**src/common/coreCfg.svh**
```systemverilog
`ifndef CORE_CFG_SVH
`define CORE_CFG_SVH

// Datapath
`define CORE_DATA_W      32   // Data and instruction word
`define CORE_REG_CNT     16
`define CORE_REG_IDX_W   4    // Register index bits

// Memories, word addressed
`define CORE_IMEM_DEPTH  1024
`define CORE_IMEM_AW     10
`define CORE_DMEM_DEPTH  1024
`define CORE_DMEM_AW     10

// Instruction fields
`define CORE_OPC_W       5
`define CORE_IMM_W       18   // Sign extended
`define CORE_TARGET_W    27   // Zero extended, absolute

`endif

```
**src/common/isaPkg.sv**
```systemverilog
`include "coreCfg.svh"

package isaPkg;

    typedef enum logic [`CORE_OPC_W-1:0] {
        opAdd = 5'b00000,
        opSub = 5'b00001,
        opCmp = 5'b00101,  // Sets flags only
        opAnd = 5'b00110,
        opOr  = 5'b00111,
        opNot = 5'b01000,
        opMov = 5'b01001,
        opLsl = 5'b01010,
        opLsr = 5'b01011,
        opAsr = 5'b01100,
        opNop = 5'b01101,
        opLd  = 5'b01110,
        opSt  = 5'b01111,
        opBeq = 5'b10000,
        opBgt = 5'b10001,
        opB   = 5'b10010
    } opcode_t;

    // Immediate overlays rs2 and low bits, branch target overlays everything below opcode
    typedef struct packed {
        opcode_t                              opcode;  // 31..27
        logic                                 isImm;   // 26
        logic [`CORE_REG_IDX_W-1:0]           rd;      // 25..22
        logic [`CORE_REG_IDX_W-1:0]           rs1;     // 21..18
        logic [`CORE_REG_IDX_W-1:0]           rs2;     // 17..14
        logic [`CORE_IMM_W-`CORE_REG_IDX_W-1:0] immLow;  // 13..0
    } instr_t;

    typedef struct packed {
        logic    isWb;
        logic    isLd;
        logic    isSt;
        logic    isBeq;
        logic    isBgt;
        logic    isUbranch;
        logic    isCmp;
        logic    isImm;
        opcode_t aluOp;
    } ctrl_t;

    typedef struct packed {
        logic                       valid;
        logic [`CORE_REG_IDX_W-1:0] idx;
        logic [`CORE_DATA_W-1:0]    data;
    } regWrite_t;

    typedef struct packed {
        logic                     valid;
        logic [`CORE_DMEM_AW-1:0] addr;  // Word address
        logic [`CORE_DATA_W-1:0]  data;
    } memWrite_t;

endpackage

```
**src/hw/regFile.sv**
```systemverilog
`timescale 1ns/10ps
`include "coreCfg.svh"

module regFile (
    input  logic                       clk,
    input  logic                       reset,
    input  logic [`CORE_REG_IDX_W-1:0] rdIdxA,
    input  logic [`CORE_REG_IDX_W-1:0] rdIdxB,
    input  logic [`CORE_REG_IDX_W-1:0] rdIdxS,
    output logic [`CORE_DATA_W-1:0]    rdDataA,
    output logic [`CORE_DATA_W-1:0]    rdDataB,
    output logic [`CORE_DATA_W-1:0]    rdDataS,
    input  isaPkg::regWrite_t          wr
);
    logic [`CORE_DATA_W-1:0] regs [`CORE_REG_CNT];

    always_ff @(posedge clk or posedge reset) begin
        if (reset) begin
            for (int i = 0; i < `CORE_REG_CNT; i++) begin
                regs[i] <= '0;
            end
        end else if (wr.valid) begin
            regs[wr.idx] <= wr.data;
        end
    end

    // Writeback bypass, decode sees this cycle's write
    assign rdDataA = (wr.valid && wr.idx == rdIdxA) ? wr.data : regs[rdIdxA];
    assign rdDataB = (wr.valid && wr.idx == rdIdxB) ? wr.data : regs[rdIdxB];
    assign rdDataS = (wr.valid && wr.idx == rdIdxS) ? wr.data : regs[rdIdxS];

    wrIdxKnown: assert property (@(posedge clk) disable iff (reset)
        wr.valid |-> !$isunknown(wr.idx))
        else $error("Register write with unknown index");

endmodule

```
**config.mk**
```make
export PLATFORM = sky130hd
export DESIGN_NAME = regFile
export DESIGN_NICKNAME = d
export VERILOG_FILES = /design/src/common/isaPkg.sv /design/src/hw/regFile.sv
export VERILOG_INCLUDE_DIRS = /design/src /design/src/common
export SDC_FILE = /design/constraint.sdc
export NUM_CORES = 1
export LEC_CHECK = 0
export BUFFER_PORTS_ARGS = -buffer_cell sky130_fd_sc_hd__clkbuf_2
export CAP_MARGIN = 20
export CORE_MARGIN = 1
export CORE_UTILIZATION = 47
export CTS_BUF_LIST = sky130_fd_sc_hd__clkbuf_16
export CTS_CLUSTER_DIAMETER = 150
export DETAILED_ROUTE_END_ITERATION = 16
export HOLD_SLACK_MARGIN = 0.12
export PLACE_DENSITY = 0.64
export SYNTH_ARGS = -nofsm -noshare
export SYNTH_HDL_FRONTEND = slang
export SYNTH_SLANG_ARGS = --single-unit
export TNS_END_PERCENT = 100
```
**constraint.sdc**
```tcl
create_clock -name clk -period 18.5 [get_ports clk]
set_clock_uncertainty 0.15 [all_clocks]
set_input_delay 2.775 -clock clk [delete_from_list [all_inputs] [get_ports clk]]
set_output_delay 2.775 -clock clk [all_outputs]
set_load 0.01 [all_outputs]
```
==> run summary <==
The run gives 0 as the number of hold-slack violations in the final timing report. The wire length of the first global-routing pass is 146200 microns, and the amount of wire on met2 after detailed routing is 47160 microns. The type of destination of the critical path was an output pin.

CTS saw 512 sinks. Synthesis produced a netlist whose cell count is 2103. Overall die height: 261.2 microns. The highest metal layer carrying signal wires in the routed design is met4. Leaving out fill and tap cells, the most frequent cell in the layout is mux2_2. For the worst setup path, the data required time is 15.58 ns. The number of distinct library cell variants in the gate-level netlist after synthesis is 24. Setup repair after global routing left no endpoint under its margin. After synthesis the netlist holds a flip-flop and latch count of 512. Of the cells placed in the final design, the portion with a size suffix greater than 1 is 59.97%. Of the post-synthesis cell area, the dominant cell type holds 40.58%. For this run, the top clock speed supported by timing is 105.9 MHz. The tools report the H-tree depth as 2.

The startpoint identified for the worst register-to-register timing path is regs[458]. The transition time at the pin with the least slew margin was 1.091 ns; the residual DRC count was 0. Sequential cells were found to cover 40.58% of the synthesized design area.

Summing all multi-input logic gate instances after layout gives 17830 sq um. Data arrival at the endpoint of the critical path: 6.52 ns. In this run the power density over the cells is 109.1 nW/um^2. After clock tree synthesis, the clock-pin slew on the worst setup and hold paths is 0.06 ns.

The tools report the startpoint class of the critical path as a primary input. For the number of buffers added by the clock tree synthesis step, the log shows 56. Ranked by total cell area, the synthesized netlist is headed by dfrtp_1 41%, mux4_2 28%, mux2_2 21%, a22oi_1 4.5%, clkbuf_1 1.4%.

The routed wire length per instance is 32.70 microns, and the final-report max-slew violation count is 0. The largest registers in the layout are regs x512. The floorplan step defined a die boundary enclosing 68220 sq um. The routed design could run at a clock period as short as 9.446 ns. Tracing the worst setup path back leads to its startpoint at rdIdxA[1].

Max-cap violations in this run came to 0. For the routability-driven placement congestion ratio, the log shows 0.8110. The clock passes through at most 3 buffers. The floorplan die width is 261.2 microns, and the number of placed I/O pins is 147.

Across the VDD grid, the largest voltage drop is 0.00008015 V. Combined area of all synthesized cells: 31580 sq um. TritonCTS built the clock tree. The largest register by flop count was regs.

The setup path with the least slack is of type in2out. Global routing finished with a remaining overflow of 0. The routed design uses 7909 microns of met3 wire.

The classification of the worst-slack hold path is reg2reg. In this run the post-CTS setup repair buffer count came out at 0. The run gives 0 as the count of warnings emitted by yosys.

The port buffer count was 146. In the final layout, flip-flops and latches occupy 12810 sq um. The clock reaches the later pin of the worst-skew pair after 0.62 ns. Once detail routing completed, the nets flagged for antenna violations numbered 0. The library cells used most frequently in the layout, excluding fill and tap cells, are 597 x mux2_2, 512 x dfrtp_1, 386 x mux4_2.

The net count after synthesis is 2154, and the number of nets in the finished design is 2149. The run gives 21910 as the number of global-route vias before repair. The final route contains 20960 vias. Global-route usage over all layers: 29.24%. Hold repair after CTS inserted 0 buffers. The critical-path maximum fanout is 78. The average size of a mapped cell came out at 15.01 sq um.

For the number of instances resized during post-cts repair, the log shows 0. The logs give 0.3822 ns for the worst slack on hold paths and 52.38% for the share of the core filled with cells in the final layout. Dividing the final minimum period by the clock period gives 51.06%. Setup violations remaining at the end of the flow were counted as 0. The detailed router finished its first iteration with 2070 violations. Summed over all instances, the cell type with the most area after synthesis is dfrtp_1. The core region is 66100 sq um. Placed instance count: 2902. The relative slew slack is 27.26%, and the flip-flop count of the largest register, all copies and words added is 512. The run finished with clean final reports. The detailed router put a total of 39430 microns of wire on met1. The cell sitting at the root of the clock tree is a clkbuf_16. Once the floorplan was initialized, standard cells occupied 47.77% of the core.

The analysis attributes to cell leakage a power of 14.09 nW. The total wire length was 98130 microns; the number of iterations in the first detailed-routing pass was 9. The pin count of the biggest net entering global routing was 171.

For the slack of the worst reg-to-reg path, the log shows 17.51 ns. The number of filler instances in the final layout is 5462, and the HPWL after detailed placement is 53730 microns. After floorplanning, the core was divided into 94 placement rows. Once layout is complete, the cells apart from fillers number 3001. Using the TritonRoute via totals, the vias-per-cell ratio works out to 6.985. The startpoint identified for the worst hold timing path is regs[460].

For the final routed database, the setup TNS stands at 0 ns. The tools report the number of antenna violations at the first check in global routing as 1. The area growth from synthesis to final layout works out to 9.645%.
[area by class of cell]
| class | count | share of cell area [%] |
|---|---|---|
| well taps | 864 | 3.123 |
| multi-input cells | 1330 | 51.51 |
| diodes | 1 | 0.007228 |
| inverters | 1 | 0.03253 |
| clock buffers | 57 | 4.120 |
| flip-flops and latches | 512 | 37.01 |
| repair buffers | 197 | 3.498 |
| clock inverters | 39 | 0.7011 |
[logic make-up after synthesis]
kind of cell | Yosys count | share of synthesized area (%)
muxes | 994 | 49.22
DFF | 512 | 40.58
buffers and inverters | 261 | 3.531
AOI/OAI and AO/OA | 188 | 4.470
and+or+nand+nor | 136 | 1.874
xor gates and xnor gates | 12 | 0.3329
[power by group]
part | switching (mW) | internal (mW)
Combinational | 0.416 | 0.667
Clock | 0.467 | 0.592
Sequential | 0.253 | 1.38
Total | 1.14 | 2.64
[per-layer routing]
metal,GRT usage [%],vias to the layer above
met3,5.672,231
met1,39.97,11370
met5,0,-
li1,-,8363
met4,10.84,0
met2,46.62,994
[worst max-delay path, cell delays in order]
cell and delay (ns):
buf_6 0.69, buf_4 0.84, xnor2_1 0.19, nand2_1 0.11, nor4_4 0.77, buf_4 0.49, mux2_2 0.39, clkbuf_2 0.13
[path summary, 6_finish.rpt]
path,to,cells past startpoint
min in group asynchronous,regs[509],2
setup reg to reg,regs[458],1
hold reg to reg,regs[460],1
setup / recovery,rdDataA[8],8
max in group asynchronous,regs[80],4
hold / removal,regs[460],1
[stage by stage]
step	area, sq um	setup slack (ns)	total power, mW
after global placement	32890	9.047	2.669
after floorplan	31580	1.275	2.416
final	34620	9.054	3.778
after global routing	34620	8.781	3.945
after detailed placement	32890	8.992	2.724
after CTS	34560	8.992	3.787
[cell usage after synthesis]
cell      count
mux2_2      597
dfrtp_1     512
mux4_2      386
a22oi_1     188
clkbuf_1    117
nand2_1      99
buf_2        87
buf_1        50
nor2_1       13
mux2_1       11
xor2_1        9
nor2b_1       7
buf_4         5
nand2b_1      5
nor4_2        3
xnor2_1       3
and2_0        2
nand3b_1      2
or3_1         2
and2_1        1
buf_6         1
inv_1         1
nand3_1       1
nor3b_1       1
Power figures use the tool's default switching activity.
