===== src/common/coreCfg.svh =====
`ifndef CORE_CFG_SVH
`define CORE_CFG_SVH

// Datapath
`define CORE_DATA_W      32   // Data and instruction word
`define CORE_REG_CNT     16
`define CORE_REG_IDX_W   4    // Register index bits

// Memories, word addressed
`define CORE_IMEM_DEPTH  1024
`define CORE_IMEM_AW     10
`define CORE_DMEM_DEPTH  1024
`define CORE_DMEM_AW     10

// Instruction fields
`define CORE_OPC_W       5
`define CORE_IMM_W       18   // Sign extended
`define CORE_TARGET_W    27   // Zero extended, absolute

`endif


===== src/common/isaPkg.sv =====
`include "coreCfg.svh"

package isaPkg;

    typedef enum logic [`CORE_OPC_W-1:0] {
        opAdd = 5'b00000,
        opSub = 5'b00001,
        opCmp = 5'b00101,  // Sets flags only
        opAnd = 5'b00110,
        opOr  = 5'b00111,
        opNot = 5'b01000,
        opMov = 5'b01001,
        opLsl = 5'b01010,
        opLsr = 5'b01011,
        opAsr = 5'b01100,
        opNop = 5'b01101,
        opLd  = 5'b01110,
        opSt  = 5'b01111,
        opBeq = 5'b10000,
        opBgt = 5'b10001,
        opB   = 5'b10010
    } opcode_t;

    // Immediate overlays rs2 and low bits, branch target overlays everything below opcode
    typedef struct packed {
        opcode_t                              opcode;  // 31..27
        logic                                 isImm;   // 26
        logic [`CORE_REG_IDX_W-1:0]           rd;      // 25..22
        logic [`CORE_REG_IDX_W-1:0]           rs1;     // 21..18
        logic [`CORE_REG_IDX_W-1:0]           rs2;     // 17..14
        logic [`CORE_IMM_W-`CORE_REG_IDX_W-1:0] immLow;  // 13..0
    } instr_t;

    typedef struct packed {
        logic    isWb;
        logic    isLd;
        logic    isSt;
        logic    isBeq;
        logic    isBgt;
        logic    isUbranch;
        logic    isCmp;
        logic    isImm;
        opcode_t aluOp;
    } ctrl_t;

    typedef struct packed {
        logic                       valid;
        logic [`CORE_REG_IDX_W-1:0] idx;
        logic [`CORE_DATA_W-1:0]    data;
    } regWrite_t;

    typedef struct packed {
        logic                     valid;
        logic [`CORE_DMEM_AW-1:0] addr;  // Word address
        logic [`CORE_DATA_W-1:0]  data;
    } memWrite_t;

endpackage


===== src/common/pipePkg.sv =====
`include "coreCfg.svh"

package pipePkg;

    // Fetch to decode
    typedef struct packed {
        logic                    valid;
        logic [`CORE_DATA_W-1:0] pc;
        isaPkg::instr_t          instr;
    } ifId_t;

    // Decode to execute, operands already selected
    typedef struct packed {
        logic                       valid;
        isaPkg::ctrl_t              ctrl;
        logic [`CORE_REG_IDX_W-1:0] rd;
        logic [`CORE_DATA_W-1:0]    opA;
        logic [`CORE_DATA_W-1:0]    opB;    // Register or immediate
        logic [`CORE_DATA_W-1:0]    stVal;  // Value of rd for st
        logic [`CORE_DATA_W-1:0]    target;
    } idEx_t;

    // Execute to memory
    typedef struct packed {
        logic                       valid;
        isaPkg::ctrl_t              ctrl;
        logic [`CORE_REG_IDX_W-1:0] rd;
        logic [`CORE_DATA_W-1:0]    aluRes;  // Also the ld/st address
        logic [`CORE_DATA_W-1:0]    stVal;
    } exMem_t;

    // Memory to writeback, load data comes straight from the memory
    typedef struct packed {
        logic                       valid;
        isaPkg::ctrl_t              ctrl;
        logic [`CORE_REG_IDX_W-1:0] rd;
        logic [`CORE_DATA_W-1:0]    aluRes;
    } memWb_t;

endpackage


===== src/hw/executeUnit.sv =====
`timescale 1ns/10ps
`include "coreCfg.svh"

module executeUnit (
    input  logic                    clk,
    input  logic                    reset,
    input  pipePkg::idEx_t          idEx,
    output pipePkg::exMem_t         exMem,
    output logic                    branchTaken,
    output logic [`CORE_DATA_W-1:0] branchTarget
);
    import isaPkg::*;

    localparam int ShW = $clog2(`CORE_DATA_W);

    logic [`CORE_DATA_W-1:0] aluRes;
    logic [ShW-1:0]          shAmt;
    logic                    flagEq;
    logic                    flagGt;
    logic                    takeNow;

    assign shAmt = idEx.opB[ShW-1:0];  // Shift by low bits of B

    always_comb begin
        case (idEx.ctrl.aluOp)
            opAdd:   aluRes = idEx.opA + idEx.opB;
            opSub:   aluRes = idEx.opA - idEx.opB;
            opAnd:   aluRes = idEx.opA & idEx.opB;
            opOr:    aluRes = idEx.opA | idEx.opB;
            opNot:   aluRes = ~idEx.opB;
            opMov:   aluRes = idEx.opB;
            opLsl:   aluRes = idEx.opA << shAmt;
            opLsr:   aluRes = idEx.opA >> shAmt;
            opAsr:   aluRes = $signed(idEx.opA) >>> shAmt;
            default: aluRes = '0;  // Branches and nop
        endcase
    end

    // Flags come from the register, so a cmp right before is already visible
    assign takeNow = idEx.valid && ((idEx.ctrl.isBeq && flagEq) ||
                                    (idEx.ctrl.isBgt && flagGt) ||
                                    idEx.ctrl.isUbranch);

    always_ff @(posedge clk or posedge reset) begin
        if (reset) begin
            exMem.valid <= 1'b0;
            flagEq      <= 1'b0;
            flagGt      <= 1'b0;
            branchTaken <= 1'b0;
        end else begin
            exMem.valid  <= idEx.valid;
            exMem.ctrl   <= idEx.ctrl;
            exMem.rd     <= idEx.rd;
            exMem.aluRes <= aluRes;
            exMem.stVal  <= idEx.stVal;
            if (idEx.valid && idEx.ctrl.isCmp) begin
                flagEq <= (idEx.opA == idEx.opB);
                flagGt <= ($signed(idEx.opA) > $signed(idEx.opB));  // Signed compare
            end
            branchTaken  <= takeNow;
            branchTarget <= idEx.target;
        end
    end

    // A taken branch in a delay slot breaks the redirect timing
    branchInSlot: assert property (@(posedge clk) disable iff (reset)
        branchTaken |=> !branchTaken)
        else $error("Taken branch in the first delay slot");

endmodule


===== config.mk =====
export PLATFORM = sky130hd
export DESIGN_NAME = executeUnit
export DESIGN_NICKNAME = d
export VERILOG_FILES = /design/src/common/isaPkg.sv /design/src/common/pipePkg.sv /design/src/hw/executeUnit.sv
export VERILOG_INCLUDE_DIRS = /design/src /design/src/common
export SDC_FILE = /design/constraint.sdc
export NUM_CORES = 1
export LEC_CHECK = 0
export ABC_AREA = 1
export BUFFER_PORTS_ARGS = -buffer_cell sky130_fd_sc_hd__buf_2
export CORE_UTILIZATION = 42
export DETAILED_ROUTE_END_ITERATION = 8
export GPL_ROUTABILITY_DRIVEN = 0
export PLACE_DENSITY = 0.69
export SLEW_MARGIN = 10
export SYNTH_ARGS = -nofsm -noshare
export SYNTH_HDL_FRONTEND = slang
export SYNTH_SLANG_ARGS = --single-unit

===== constraint.sdc =====
create_clock -name clk -period 4.1 [get_ports clk]
set_clock_uncertainty 0.05 [all_clocks]
set_input_delay 0 -clock clk [delete_from_list [all_inputs] [get_ports clk]]
set_output_delay 0 -clock clk [all_outputs]
set_load 0.01 [all_outputs]

==> metrics.txt <==
status completed; Crit Path Class input port to flop; Async SR Flop Fraction 0.0342; NumNets Final around 2800; vias per inst about 5.8; Longest Clk Path Bufs 2; final hold vios 0; synth unique cells 51; Slew @ Worst Pin around 1.3 ns; Mapped Area 0.0140 mm2; Mapped Cells 2308; Placement Cell Area about 0.015 mm2; Clk pin slew, worst setup/hold paths roughly 0.06 ns; Most Frequent Cell on Critical Path nand2_1; Design Power about 4.5 mW; setup tns final 0 ns; HP Class input port to flop; via count about 18000; Worst setup SP type input port; CP Buf/Inv Count 3; CP arrival around 3.0 ns; worst endpoint required time 4.20 ns; Slew headroom 0.164; global-route wire length before repair 91.7 mm; syn nets 2555; CTS tree built; TritonCTS buffer count 17; busiest grt layer met2; hold buffers post-CTS 83; area leader, netlist edfxtp_1; CP cell instances dlygate4sd3_1 > buf_2 > nand2_1 > inv_2 > nand2_1 > or2_2 > nand4_1 > a21oi_1 > nand3_1; max_cap viols 0; worst-skew pair later-pin latency 0.43 ns; die height approximately 180 um; WHS ~0.037 ns; initial antenna violation count 3; crit path max fanout 25; DR DRC count 0; vias in the first global route 15990; number of synthesized register bits about 120; Lkg Pwr a little under 9 nW; die width between 150 and 200 um; crit path time final between 2 and 3 ns; gr ovfl total 0; largest family of logic cells by synthesized area simple AND/OR/NAND/NOR gates; Initial Util 0.429; most common flop cell mapped by yosys edfxtp_1; power density over the cells between 200 and 300 mW/mm2; Placeable Area 0.0327 mm2; die area ~0.034 mm2; fraction of layout cells with a size suffix above 1 0.134; RSZ-0062 raised after global routing false; Compound-Gate Fraction of Synth Area 0.0939; Sink Count roughly 120; met3 usage 0.0954; number of synthesized flops with an enable pin between 100 and 150; Worst path max stage delay between 0.8 and 0.9 ns; post-detail-place hpwl about 48 mm; final WL about 62 mm; pre-CTS WS 1.28 ns; share of the synthesized area in the top cell type 0.242; CP max stage cell nand2_1; DRT iter0 DRCs approximately 3100; post-cts resize count 0; Final ANT Viol Nets 0; CTS H-tree lvls 4; final worst setup slack 1.17 ns; Root Driver clkbuf_16; period utilization 0.715; CP Capture Type flop; Final Setup Violations 0; Initial DRT Pass Iterations 9; CP top delay family simple AND/OR/NAND/NOR gates; port bufs about 260; post-synthesis mux area share 0; largest net degree at the start of global routing 74; Routed wire per std cell just over 20 um; Total GRT Usage 0.357; P&R area growth vs syn 20.2%; Simple-Gate Fraction of Synth Area 0.448; met1 Usage GRT 0.442; Seq/Total Area, Yosys 0.249; fin area 0.0169 mm2; I/O pin total between 200 and 300; synth warn 0; ranking of synthesized cells by area edfxtp_1, nand2_1, nand3_1; FP Rows 66; Post-Synth XOR/XNOR Area 0.00125; Syn Area/Cell 6.07 um2; Post-CTS Setup Bufs 0; max-slew violation total from the final report 0; post-synthesis adder-cell area fraction 0.0894; maximum vdd ir drop 0.288 mV; fmax 341 MHz; met2 usage 0.546
-- synthesized netlist by cell type, types with 9 or more instances --
library cell  instances
nand2_1             807
nand3_1             369
inv_1               286
nor2_1              173
edfxtp_1            113
ha_1                 97
a21oi_1              79
o21ai_0              78
buf_2                55
nand4_1              43
nor3_1               20
o22ai_1              16
o211ai_1             15
buf_4                14
clkbuf_1             12
and2_1               11
o21ai_1              11
o21bai_1             11
inv_2                 9
-- layer usage --
layer	wire (um)	share of wire
met5	13	0.00021
met4	4400	0.071
met3	8670	0.14
met2	26500	0.43
met1	22700	0.36
-- sequential cells by signal, summed over array words and instances (netlist names) --
name and count:
exMem 82, branchTarget 32, flagEq 1, branchTaken 1
flagGt 1
-- cell families (layout without fill, tap and decap cells) --
group           Yosys count  after routing
simple gates           1463           1463
buf+inv                 394            689
compound gates          233            233
flops                   117            117
fa+ha+maj                99             99
xor+xnor                  2              2
other cells               0              1
-- where the power goes --
group | switching (mW) | total, mW | internal [mW]
Sequential | 0.0356 | 1.46 | 1.43
Combinational | 1.12 | 1.62 | 0.507
Clock | 0.629 | 1.46 | 0.834
Total | 1.78 | 4.55 | 2.77
-- worst paths after layout --
| check | from | end | slack, ns | cells past startpoint |
|---|---|---|---|---|
| worst max register to register | flagEq | branchTaken | 3.17 | 3 |
| worst min register to register | flagGt | flagGt | 0.44 | 2 |
| worst max-delay path | idEx[132] | exMem[63] | 1.17 | 9 |
| min in group asynchronous | reset | flagGt | 0.22 | 3 |
| worst min-delay path | idEx[78] | exMem[46] | 0.04 | 4 |
| max in group asynchronous | reset | exMem[81] | 3.38 | 3 |
-- layout by cell type, fill, tap and decap left out, types with 16 or more instances in the layout --
cell type / count
a21oi_1: 79
buf_2: 262
clkbuf_16: 17
dlygate4sd3_1: 83
edfxtp_1: 113
ha_1: 97
inv_1: 285
nand2_1: 807
nand3_1: 369
nand4_1: 43
nor2_1: 173
nor3_1: 20
o21ai_0: 78
o22ai_1: 16
-- layout make-up --
| type | instances | area [um2] |
|---|---|---|
| clock inverters | 15 | 133 |
| fillers | 3349 | 15800 |
| inverters | 298 | 1130 |
| clock buffers | 17 | 425 |
| well taps | 442 | 553 |
| repair buffers | 359 | 2250 |
| diodes | 1 | 2.50 |
| flip-flops and latches | 117 | 3490 |
| multi-input cells | 1797 | 8870 |
-- per-stage QoR --
step,instances,util
final,3046,0.515
after detailed placement,2930,0.473
after global routing,3046,0.515
after global placement,2930,0.473
after CTS,3045,0.515
after floorplan,2308,-
-- worst register-to-register path, cell delays in order (launching register included) --
cell,delay [ns]
dfrtp_1,0.38
a22o_1,0.20
o21ai_0,0.14
inv_1,0.06
Power figures use the tool's default switching activity.
