`src/common/coreCfg.svh`:
```
`ifndef CORE_CFG_SVH
`define CORE_CFG_SVH

// Datapath
`define CORE_DATA_W      32   // Data and instruction word
`define CORE_REG_CNT     16
`define CORE_REG_IDX_W   4    // Register index bits

// Memories, word addressed
`define CORE_IMEM_DEPTH  1024
`define CORE_IMEM_AW     10
`define CORE_DMEM_DEPTH  1024
`define CORE_DMEM_AW     10

// Instruction fields
`define CORE_OPC_W       5
`define CORE_IMM_W       18   // Sign extended
`define CORE_TARGET_W    27   // Zero extended, absolute

`endif

```
`src/common/isaPkg.sv`:
```
`include "coreCfg.svh"

package isaPkg;

    typedef enum logic [`CORE_OPC_W-1:0] {
        opAdd = 5'b00000,
        opSub = 5'b00001,
        opCmp = 5'b00101,  // Sets flags only
        opAnd = 5'b00110,
        opOr  = 5'b00111,
        opNot = 5'b01000,
        opMov = 5'b01001,
        opLsl = 5'b01010,
        opLsr = 5'b01011,
        opAsr = 5'b01100,
        opNop = 5'b01101,
        opLd  = 5'b01110,
        opSt  = 5'b01111,
        opBeq = 5'b10000,
        opBgt = 5'b10001,
        opB   = 5'b10010
    } opcode_t;

    // Immediate overlays rs2 and low bits, branch target overlays everything below opcode
    typedef struct packed {
        opcode_t                              opcode;  // 31..27
        logic                                 isImm;   // 26
        logic [`CORE_REG_IDX_W-1:0]           rd;      // 25..22
        logic [`CORE_REG_IDX_W-1:0]           rs1;     // 21..18
        logic [`CORE_REG_IDX_W-1:0]           rs2;     // 17..14
        logic [`CORE_IMM_W-`CORE_REG_IDX_W-1:0] immLow;  // 13..0
    } instr_t;

    typedef struct packed {
        logic    isWb;
        logic    isLd;
        logic    isSt;
        logic    isBeq;
        logic    isBgt;
        logic    isUbranch;
        logic    isCmp;
        logic    isImm;
        opcode_t aluOp;
    } ctrl_t;

    typedef struct packed {
        logic                       valid;
        logic [`CORE_REG_IDX_W-1:0] idx;
        logic [`CORE_DATA_W-1:0]    data;
    } regWrite_t;

    typedef struct packed {
        logic                     valid;
        logic [`CORE_DMEM_AW-1:0] addr;  // Word address
        logic [`CORE_DATA_W-1:0]  data;
    } memWrite_t;

endpackage

```
`src/common/pipePkg.sv`:
```
`include "coreCfg.svh"

package pipePkg;

    // Fetch to decode
    typedef struct packed {
        logic                    valid;
        logic [`CORE_DATA_W-1:0] pc;
        isaPkg::instr_t          instr;
    } ifId_t;

    // Decode to execute, operands already selected
    typedef struct packed {
        logic                       valid;
        isaPkg::ctrl_t              ctrl;
        logic [`CORE_REG_IDX_W-1:0] rd;
        logic [`CORE_DATA_W-1:0]    opA;
        logic [`CORE_DATA_W-1:0]    opB;    // Register or immediate
        logic [`CORE_DATA_W-1:0]    stVal;  // Value of rd for st
        logic [`CORE_DATA_W-1:0]    target;
    } idEx_t;

    // Execute to memory
    typedef struct packed {
        logic                       valid;
        isaPkg::ctrl_t              ctrl;
        logic [`CORE_REG_IDX_W-1:0] rd;
        logic [`CORE_DATA_W-1:0]    aluRes;  // Also the ld/st address
        logic [`CORE_DATA_W-1:0]    stVal;
    } exMem_t;

    // Memory to writeback, load data comes straight from the memory
    typedef struct packed {
        logic                       valid;
        isaPkg::ctrl_t              ctrl;
        logic [`CORE_REG_IDX_W-1:0] rd;
        logic [`CORE_DATA_W-1:0]    aluRes;
    } memWb_t;

endpackage

```
`src/hw/decodeUnit.sv`:
```
`timescale 1ns/10ps
`include "coreCfg.svh"

module decodeUnit (
    input  logic                       clk,
    input  logic                       reset,
    input  pipePkg::ifId_t             ifId,
    output logic [`CORE_REG_IDX_W-1:0] rdIdxA,
    output logic [`CORE_REG_IDX_W-1:0] rdIdxB,
    output logic [`CORE_REG_IDX_W-1:0] rdIdxS,
    input  logic [`CORE_DATA_W-1:0]    rdDataA,
    input  logic [`CORE_DATA_W-1:0]    rdDataB,
    input  logic [`CORE_DATA_W-1:0]    rdDataS,
    output pipePkg::idEx_t             idEx
);
    import isaPkg::*;

    ctrl_t                   ctrl;
    logic                    knownOp;
    logic [`CORE_DATA_W-1:0] immExt;
    logic [`CORE_DATA_W-1:0] targetExt;

    assign rdIdxA = ifId.instr.rs1;
    assign rdIdxB = ifId.instr.rs2;
    assign rdIdxS = ifId.instr.rd;  // St data comes from rd

    assign immExt = {{(`CORE_DATA_W-`CORE_IMM_W){ifId.instr[`CORE_IMM_W-1]}},
                     ifId.instr[`CORE_IMM_W-1:0]};
    assign targetExt = {{(`CORE_DATA_W-`CORE_TARGET_W){1'b0}},
                        ifId.instr[`CORE_TARGET_W-1:0]};

    always_comb begin
        ctrl       = '0;
        ctrl.aluOp = opNop;
        knownOp    = 1'b1;
        case (ifId.instr.opcode)
            opAdd, opSub, opAnd, opOr, opNot, opMov, opLsl, opLsr, opAsr: begin
                ctrl.isWb  = 1'b1;
                ctrl.isImm = ifId.instr.isImm;
                ctrl.aluOp = ifId.instr.opcode;
            end
            opCmp: begin
                ctrl.isCmp = 1'b1;
                ctrl.isImm = ifId.instr.isImm;
                ctrl.aluOp = opSub;
            end
            opLd, opSt: begin
                ctrl.isWb  = (ifId.instr.opcode == opLd);
                ctrl.isLd  = (ifId.instr.opcode == opLd);
                ctrl.isSt  = (ifId.instr.opcode == opSt);
                ctrl.isImm = ifId.instr.isImm;
                ctrl.aluOp = opAdd;  // Address is rs1 + offset
            end
            opBeq:   ctrl.isBeq = 1'b1;
            opBgt:   ctrl.isBgt = 1'b1;
            opB:     ctrl.isUbranch = 1'b1;
            opNop:   ;
            default: knownOp = 1'b0;  // Behaves as nop
        endcase
    end

    always_ff @(posedge clk or posedge reset) begin
        if (reset) begin
            idEx.valid <= 1'b0;
        end else begin
            idEx.valid  <= ifId.valid;
            idEx.ctrl   <= ctrl;
            idEx.rd     <= ifId.instr.rd;
            idEx.opA    <= rdDataA;
            idEx.opB    <= ctrl.isImm ? immExt : rdDataB;
            idEx.stVal  <= rdDataS;
            idEx.target <= targetExt;
        end
    end

    badOpcode: assert property (@(posedge clk) disable iff (reset) ifId.valid |-> knownOp)
        else $error("Unknown opcode %b decoded as nop", ifId.instr.opcode);

endmodule

```
`config.mk`:
```
export PLATFORM = sky130hd
export DESIGN_NAME = decodeUnit
export DESIGN_NICKNAME = d
export VERILOG_FILES = /design/src/common/isaPkg.sv /design/src/common/pipePkg.sv /design/src/hw/decodeUnit.sv
export VERILOG_INCLUDE_DIRS = /design/src /design/src/common
export SDC_FILE = /design/constraint.sdc
export NUM_CORES = 1
export LEC_CHECK = 0
export BUFFER_PORTS_ARGS = -buffer_cell sky130_fd_sc_hd__buf_2
export CORE_AREA = 2 2 126 128
export CTS_BUF_LIST = sky130_fd_sc_hd__clkbuf_2
export CTS_CLUSTER_DIAMETER = 150
export DETAILED_ROUTE_END_ITERATION = 10
export DIE_AREA = 0 0 128 130
export MAX_ROUTING_LAYER = met4
export PLACE_DENSITY = 0.74
export SYNTH_ARGS = -nofsm -noshare
export SYNTH_HDL_FRONTEND = slang
export SYNTH_SLANG_ARGS = --single-unit
```
`constraint.sdc`:
```
create_clock -name clk -period 3.9 [get_ports clk]
set_input_delay 0.39 -clock clk [delete_from_list [all_inputs] [get_ports clk]]
set_output_delay 0.39 -clock clk [all_outputs]
set_load 0.01 [all_outputs]
```
==> flow_metrics.tcl, run 1 <==
set metrics [dict create \
    run_status "completed" \
    registers.top_by_ff_count "idEx" \
    dr.first_iter.drc_count 165 \
    detailroute.via_count 3692 \
    numCtsBuffers 17 \
    largest_registers "idEx x137" \
    htree_levels 4 \
    detailedPlacementHpwl_mm 9.382 \
    relSlewSlack_pct 35.16 \
    class_of_the_tightest_hold_or_removal_check "in2reg" \
    cts_tree "built" \
    route.antenna.remaining_nets 0 \
    routed_via_density 4.344 \
    timing_hold_violations_final 0 \
    cp_data_arrival_time_ns 2.85 \
    clk_transition_reported_paths_ns 0.21 \
    cts_num_sinks 137 \
    cap_viol_max_count 0 \
    areaGrowthSynthToFinish_pct 61.53 \
    largest_reg_flops 137 \
    crit_required_ns 4.35 \
    critPathMaxFanout 33 \
    synth-seq-cells 137 \
    global_route.usage.total_pct 17.44 \
    gp_congestion 0.7503 \
    detail_route.first_pass.iterations 4 \
    syn-cell-area_um2 4892 \
    grt_max_degree 90 \
    critPathCapture "idEx[65]$_DFFE_PN_" \
    ctsLongestPathBuffers 2 \
    crit_start_category "primary input" \
    final_layout_size_suffix_gt1_share_pct 50.99 \
    combinationalPowerShare_pct 15.5 \
    cts_root_buf "clkbuf_2" \
    syn_inst 235 \
    cellLeakagePower_nw 3.486 \
    power.switching_uw 808.5 \
    report.final.setup_viol 0 \
    dieHeight_um 130 \
    syn_area_per_cell_um2 20.82 \
    post_synthesis_sequential_area_ratio_pct 83.99 \
    post-route-drc-count 0 \
    global_route.overflow_total 0 \
    synth-edff-count 136 \
    synth-async-reset-ratio_pct 0.7299 \
    dieArea_um2 16640 \
    holdWs_ns 0.1472 \
    core_um2 15420 \
    endpoint_kind "flop" \
    power.sequential.fraction_pct 57.5 \
    clock_power_share_pct 27.0 \
    number_of_antenna_violations_at_the_first_check_in_global_routing 3 \
    num_rows 46 \
    maxClockFrequency_mhz 415.8 \
    worst_slew_pin_slew_ns 0.9726 \
    powerDensity_nw_per_um2 393.1 \
    num_io_pins 321 \
    first_global_vias 3993 \
    timing_max_transition_violations_final 0 \
    unrepaired_setup_endpoints_after_global_routing "false" \
    p_int_mw 2.298 \
    number_of_distinct_library_cells_after_synthesis 28 \
    finalCritPeriodShare_pct 61.67 \
    net_switching_share_of_the_total_power_pct 26.02 \
    ys.warnings.count 0 \
    synth_flop_cell "edfxtp_1" \
    finalWirelength_mm 14.59 \
    nNetsFinal 806 \
    wire_length_of_the_first_global_routing_pass_mm 20.64 \
    setup_total_negative_slack_ns 0 \
    vdd.ir_drop.worst_mv 0.1718 \
    placement.io_buffers 283 \
    criticalPathCategory "in2reg" \
    initial_core_utilization_pct 31.72 \
    wl_per_cell_um 17.16 \
    timing.final.crit_period_ns 2.405 \
    fp.dieW_um 128 \
    critical_path.startpoint "ifId[30]" \
]
[synth_stat cells (3+ instances only)]
| master | count | area share (%) |
|---|---|---|
| buf_6 | 4 | 0.92 |
| buf_4 | 21 | 3.2 |
| mux2_4 | 14 | 4.3 |
| nor3_1 | 3 | 0.31 |
| clkbuf_1 | 3 | 0.23 |
| inv_1 | 6 | 0.46 |
| nand2b_1 | 4 | 0.51 |
| nor2_1 | 3 | 0.23 |
| a21oi_1 | 5 | 0.51 |
| a21o_1 | 15 | 2.3 |
| mux2_2 | 3 | 0.69 |
| edfxtp_1 | 136 | 83 |
| o21ai_0 | 3 | 0.31 |
[final cells by class]
type	instances	area (µm²)
clock buffers	17	85.08
inverters	6	27.53
fillers	1301	7522
clock inverters	14	150.1
flip-flops and latches	137	4109
multi-input cells	68	570.5
diodes	3	7.507
well taps	192	240.2
repair buffers	413	2713
[how the worst min path moves through the flow]
stage,start,to,slack (ns),cells past startpoint
CTS,ifId[28],idEx[141]$_DFFE_PN_,0.04,2
detailed placement,ifId[64],idEx[145]$_DFF_PP0_,0.51,1
global placement,ifId[64],idEx[145]$_DFF_PP0_,0.50,1
floorplan,ifId[64],idEx[145]$_DFF_PP0_,0.42,0
global route,ifId[28],idEx[141]$_DFFE_PN_,0.07,2
finish,ifId[28],idEx[141]$_DFFE_PN_,0.15,2
[power groups by stage]
stage	registers, mW	logic [mW]	clock network (mW)
after floorplan	1.89	0.106	0
after global placement	1.82	0.366	0
after detailed placement	1.82	0.376	0
after CTS	1.79	0.478	0.866
after global routing	1.80	0.515	0.921
final	1.79	0.481	0.838
[routing by layer]
layer	track usage [%]	share of wire, %	vias to the layer above
met5	-	0	-
met4	8.533	2.5	0
met3	5.084	7.0	29
met2	32.27	55	205
met1	16.56	36	1760
li1	-	-	1698
[layout by cell type, fill, tap and decap left out, types with 3 or more instances in the layout]
cell type	n
o21ai_0	3
clkinv_4	3
a21o_1	15
inv_6	3
nor2_1	3
a21oi_1	5
clkbuf_2	17
inv_1	5
diode_2	3
buf_2	283
mux2_4	14
dlygate4sd3_1	128
mux2_2	3
nand2b_1	4
edfxtp_1	136
conb_1	6
clkinvlp_4	3
nor3_1	3
[cell families (layout without fill, tap and decap cells)]
group / Yosys count / in the layout / synth area share (%)
AO/OA/AOI/OAI: 26 / 26 / 3.581
AND/OR/NAND/NOR: 17 / 17 / 2.071
multiplexers: 17 / 17 / 4.987
flip-flops: 137 / 137 / 83.99
other: 1 / 9 / 0.07665
buffers and inverters: 35 / 450 / 4.936
XOR/XNOR: 2 / 2 / 0.3581
[stage by stage]
stage	setup WS, ns	power, mW	cell area, µm²	utilization (%)	cells
3_5_place_dp	1.322	2.195	6379	41.35	688
5_1_grt	1.467	3.235	7903	51.23	850
3_3_place_gp	1.409	2.181	6379	41.35	688
2_1_floorplan	0.08000	1.999	4911	-	240
4_1_cts	1.586	3.131	7895	51.18	847
6_report	1.495	3.107	7903	51.23	850
[repair_timing]
action / 4_1_cts / 5_1_grt
buffers inserted: 0 / 0
endpoints found under the hold margin: 130 / 0
gates resized for setup: 0 / 0
setup endpoints to repair: 0 / 0
hold buffers: 128 / 0
[worst max-delay path, cell delays in order]
cell           delay (ns)
dlygate4sd3_1        0.53
buf_2                0.16
nor4b_1              0.34
a31o_1               0.21
or3_2                0.79
mux2_2               0.42
Power figures use the tool's default switching activity.
==> run 2: changes to the inputs <==
CORE_AREA = 2 2 125 127   (was 2 2 126 128)
DIE_AREA = 0 0 127 129   (was 0 0 128 130)
PLACE_DENSITY = 0.73   (was 0.74)
clock period = 2.5 ns   (was 3.9 ns; I/O delays follow)
==> run 2 against run 1 <==
Compared with the run above:
- clock power grew 80%
- largest cell class unchanged
- setup slack lost 1.3 ns
- power up 63%
- design area increased by 2.1%
- die area is 1.5% lower
- core utilization increased by 2.7 points
- highest routed layer unchanged
- combinational power increased by 60%
- cell count grew 0.82%
- sequential power grew 56%
==> flow_metrics.tcl, run 2 (same netlist as run 1, synthesis figures left out) <==
set metrics [dict create \
    post-route-drc-count 0 \
    num_rows 45 \
    class_of_the_tightest_hold_or_removal_check "in2reg" \
    worstSetupPathDepth 8 \
    num_io_pins 321 \
    number_of_antenna_violations_at_the_first_check_in_global_routing 1 \
    cp_data_arrival_time_ns 2.82 \
    unrepaired_setup_endpoints_after_global_routing "false" \
    final_critical_path_setup_slack_ns 0.1628 \
    endpoint_kind "flop" \
    critical_path.startpoint "ifId[28]" \
    final_layout_size_suffix_gt1_share_pct 50.75 \
    wl_per_cell_um 16.63 \
    commonest_non_fill_non_tap_cell_in_the_layout "buf_2" \
    crit_slowest_cell "dlygate4sd3_1" \
    timing.final.crit_period_ns 2.337 \
    worst_slew_pin_slew_ns 0.6499 \
    crit_start_category "primary input" \
    detailedPlacementHpwl_mm 8.851 \
    cts.repair.resized 0 \
    detail_route.first_pass.iterations 4 \
    finalCritPeriodShare_pct 93.49 \
    areaGrowthSynthToFinish_pct 64.96 \
    cp_top_family "buffers and inverters" \
    relSlewSlack_pct 56.32 \
    initial_core_utilization_pct 32.66 \
    n_fill_cell 1210 \
    fp.dieW_um 127 \
    instances_no_fill 857 \
    report.final.setup_viol 0 \
    largest_reg_flops 137 \
    critical_path_buf_inv_count 4 \
    run_status "completed" \
    clk_transition_reported_paths_ns 0.22 \
    layout.cells.most_common_list "buf_2, dlygate4sd3_1, edfxtp_1" \
    registers.top_by_ff_count "idEx" \
    wire_length_of_the_first_global_routing_pass_mm 20.63 \
    critPathMaxFanout 12 \
    timing.critical_path.slowest_cell_delay_ns 0.55 \
    finalWirelength_mm 14.25 \
    placedCellCount 687 \
    first_global_vias 3936 \
    crit_required_ns 2.99 \
    cts_tree "built" \
    grt_max_degree 73 \
    maxClockFrequency_mhz 427.9 \
    dieHeight_um 129 \
    detailedPlace.worstSlack_ns 0.4168 \
    routed_via_density 4.386 \
    powerDensity_nw_per_um2 628.3 \
    numCtsBuffers 17 \
    core_um2 14980 \
    route.antenna.remaining_nets 0 \
    criticalPathCategory "in2reg" \
    nNetsFinal 818 \
    cts_root_buf "clkbuf_2" \
    gp_congestion 0.8152 \
    detailroute.via_count 3759 \
    global_route.overflow_total 0 \
    ctsLongestPathBuffers 2 \
    placement.io_buffers 283 \
    timing_max_transition_violations_final 0 \
    vdd.ir_drop.worst_mv 0.2755 \
    dieArea_um2 16380 \
    global_route.usage.total_pct 17.34 \
    dr.first_iter.drc_count 175 \
    timing.critical_path.mode_cell "dlygate4sd3_1" \
    cellLeakagePower_nw 3.570 \
    critPathCapture "idEx[78]$_DFFE_PN_" \
    cts_num_sinks 137 \
    cap_viol_max_count 0 \
    htree_levels 4 \
    timing_hold_violations_final 0 \
    cp_cell_sequence "dlygate4sd3_1 > buf_2 > nand2b_1 > nor2_1 > or3_2 > buf_4 > mux2_4 > dlygate4sd3_1" \
    largest_registers "idEx x137" \
]
[run 2: changes by cell type in the layout (fill, tap and decap cells not counted)]
cell / delta
inv_8: -1
clkinvlp_4: +1
clkinv_1: -1
bufinv_16: +2
clkbuf_2: +1
dlygate4sd3_1: +9
buf_4: +1
buf_12: +2
nor4_4: -1
diode_2: -2
nor4_2: +1
clkinv_4: -1
[run 2: what timing repair did]
action / CTS / global route
hold buffers: 137 / 0
buffers inserted: 0 / 0
endpoints found under the hold margin: 147 / 0
[run 2: worst min path at each step]
stage,from,to,slack (ns),depth (start not counted)
floorplan,ifId[64],idEx[145]$_DFF_PP0_,0.28,0
global placement,ifId[64],idEx[145]$_DFF_PP0_,0.36,1
detailed placement,ifId[64],idEx[145]$_DFF_PP0_,0.37,1
CTS,ifId[64],idEx[145]$_DFF_PP0_,0.08,2
global route,rdDataS[6],idEx[38]$_DFFE_PN_,0.11,2
finish,ifId[64],idEx[145]$_DFF_PP0_,0.22,2
[run 2: per-layer routing]
metal / share of wire, % / routed length, µm / track usage, %
met1: 36 / 5081 / 17.02
met2: 54 / 7668 / 30.55
met3: 6.9 / 987 / 5.239
met4: 3.6 / 511 / 9.890
met5: 0 / 0 / -
[run 2: report_power, final]
group	internal (mW)	leakage, nW	switching (mW)	total (mW)
registers	2.74	1.34	0.0532	2.79
logic	0.404	2.07	0.365	0.769
clock network	0.668	0.159	0.844	1.51
total	3.81	3.57	1.26	5.07
[run 2: metrics by stage]
stage               instance area, µm²  hold WS [ns]  TNS (ns)  utilization, %  power (mW)
floorplan                         4915        0.2814    -15.94               -       3.115
global placement                  6411        0.3595         0           42.81       3.410
detailed placement                6411        0.3655         0           42.81       3.429
CTS                               8068       0.08407         0           53.87       5.120
global route                      8070        0.1145         0           53.88       5.289
finish                            8070        0.2246         0           53.88       5.070
[run 2: layout make-up]
cell class | count | area (µm²) | share of cell area, %
Tap cell | 188 | 235.2 | 2.915
Clock buffer | 18 | 90.09 | 1.116
Timing Repair Buffer | 425 | 2850 | 35.32
Clock inverter | 14 | 195.2 | 2.419
Antenna cell | 1 | 2.502 | 0.03101
Sequential cell | 137 | 4109 | 50.91
Multi-Input combinational cell | 68 | 561.8 | 6.961
Inverter | 6 | 26.28 | 0.3256
==> run 3: changes to the inputs <==
PLACE_DENSITY = 0.66   (was 0.73)
SLEW_MARGIN = 20   (was unset)
==> run 3 against run 2 <==
Compared with the run above:
- sequential share of layout area is 0.11 points higher
- sequential cell count is the same
- design area shrank 0.22%
- critical path type unchanged
==> flow_metrics.tcl, run 3 (same netlist as run 1, synthesis figures left out) <==
set metrics [dict create \
    cts.repair.resized 0 \
    largest_registers "idEx x137" \
    detailroute.via_count 3701 \
    cts_root_buf "clkbuf_2" \
    cts_tree "built" \
    worst_slew_pin_slew_ns 0.5320 \
    layout.cells.most_common_list "buf_2, edfxtp_1, dlygate4sd3_1" \
    placed_cell_area_um2 6442 \
    first_global_vias 3881 \
    ctsLongestPathBuffers 2 \
    commonest_non_fill_non_tap_cell_in_the_layout "buf_2" \
    final_critical_path_setup_slack_ns 0.5506 \
    timing_hold_violations_final 0 \
    global_route.overflow_total 0 \
    critPathMaxFanout 23 \
    areaGrowthSynthToFinish_pct 64.60 \
    finalWirelength_mm 13.58 \
    post-route-drc-count 0 \
    maxClockFrequency_mhz 513.0 \
    grt_max_degree 52 \
    critical_path.startpoint "ifId[29]" \
    unrepaired_setup_endpoints_after_global_routing "false" \
    endpoint_kind "flop" \
    n_fill_cell 1251 \
    initial_core_utilization_pct 32.66 \
    clk_transition_reported_paths_ns 0.18 \
    wl_per_cell_um 15.88 \
    numCtsBuffers 17 \
    power.switching_mw 1.237 \
    cts_post_setup_buffers_inserted 0 \
    multiInputGateArea_um2 570.5 \
    dieArea_um2 16380 \
    p_int_mw 3.808 \
    route.antenna.remaining_nets 0 \
    num_rows 45 \
    class_of_the_tightest_hold_or_removal_check "in2async" \
    number_of_antenna_violations_at_the_first_check_in_global_routing 1 \
    placedCellCount 690 \
    crit_start_category "primary input" \
    global_route.usage.total_pct 16.68 \
    finalCritPeriodShare_pct 77.98 \
    met2WireLength_mm 7.429 \
    num_io_pins 321 \
    dieHeight_um 129 \
    cellLeakagePower_nw 3.570 \
    cp_data_arrival_time_ns 2.36 \
    post_cts_hold_buffer_count 132 \
    wire_length_of_the_first_global_routing_pass_mm 19.87 \
    cts_num_sinks 137 \
    nNetsFinal 816 \
    final_core_utilization_pct 53.77 \
    detail_route.first_pass.iterations 4 \
    relSlewSlack_pct 64.46 \
    crit_required_ns 2.91 \
    dr.first_iter.drc_count 78 \
    registers.top_by_ff_count "idEx" \
    timing.final.crit_period_ns 1.949 \
    timing_max_transition_violations_final 0 \
    placement.io_buffers 283 \
    maxUsedRoutingLayer "met4" \
    fp.dieW_um 127 \
    final_layout_size_suffix_gt1_share_pct 51.50 \
    clock_power_share_pct 29.8 \
    detailedPlacementHpwl_mm 8.485 \
    instances_no_fill 855 \
    largest_reg_flops 137 \
    core_um2 14980 \
    routedLengthMet1_mm 4.740 \
    htree_levels 4 \
    criticalPathCategory "in2reg" \
    combinationalPowerShare_pct 15.0 \
    run_status "completed" \
    vdd.ir_drop.worst_mv 0.2834 \
    detailedPlace.worstSlack_ns 0.4144 \
    powerDensity_nw_per_um2 626.4 \
    gp_congestion 0.7936 \
    routed_via_density 4.329 \
    cap_viol_max_count 0 \
    ff_latch_area_um2 4109 \
    postLayoutCellArea_um2 8053 \
    net_switching_share_of_the_total_power_pct 24.51 \
    wl_met3_mm 1.023 \
    power.sequential.fraction_pct 55.2 \
    report.final.setup_viol 0 \
]
run 3: path summary, 6_finish.rpt:
check,endpoint,slack (ns)
setup / recovery,idEx[68]$_DFFE_PN_,0.55
hold / removal,idEx[145]$_DFF_PP0_,0.19
max in group asynchronous,idEx[145]$_DFF_PP0_,2.00
min in group clk,idEx[145]$_DFF_PP0_,0.26
run 3: metrics by stage:
| step | hold WS, ns | TNS, ns | power [mW] |
|---|---|---|---|
| finish | 0.1897 | 0 | 5.045 |
| global route | 0.07728 | 0 | 5.272 |
| CTS | 0.08248 | 0 | 5.093 |
| detailed placement | 0.3273 | 0 | 3.429 |
| global placement | 0.3200 | 0 | 3.410 |
| floorplan | 0.2814 | -15.94 | 3.115 |
run 3: critical path: stages:
cell and delay [ns]:
dlygate4sd3_1 0.52, buf_2 0.17, nor4b_1 0.15, a31o_1 0.22
or3_2 0.43, buf_4 0.26, mux2_4 0.33
run 3: power by group through the flow:
stage          clock (mW)  sequential (mW)  combinational (mW)
6_report             1.50             2.79               0.757
3_5_place_dp            0             2.84               0.591
2_1_floorplan           0             2.95               0.165
3_3_place_gp            0             2.83               0.582
4_1_cts              1.55             2.78               0.754
5_1_grt              1.66             2.80               0.812
run 3: layout make-up:
| class | instances | area share [%] |
|---|---|---|
| antenna | 1 | 0.03108 |
| clock buffer | 18 | 1.119 |
| clock inverter | 14 | 2.439 |
| inverter | 6 | 0.3263 |
| multi-input combinational | 68 | 7.085 |
| sequential | 137 | 51.03 |
| tap | 188 | 2.921 |
| timing repair buffer | 423 | 35.05 |
run 3: per-layer routing:
metal | vias to the layer above | global-route usage (%)
li1 | 1712 | -
met1 | 1755 | 16.28
met2 | 201 | 30.33
met3 | 33 | 4.948
met4 | 0 | 7.951
met5 | - | -
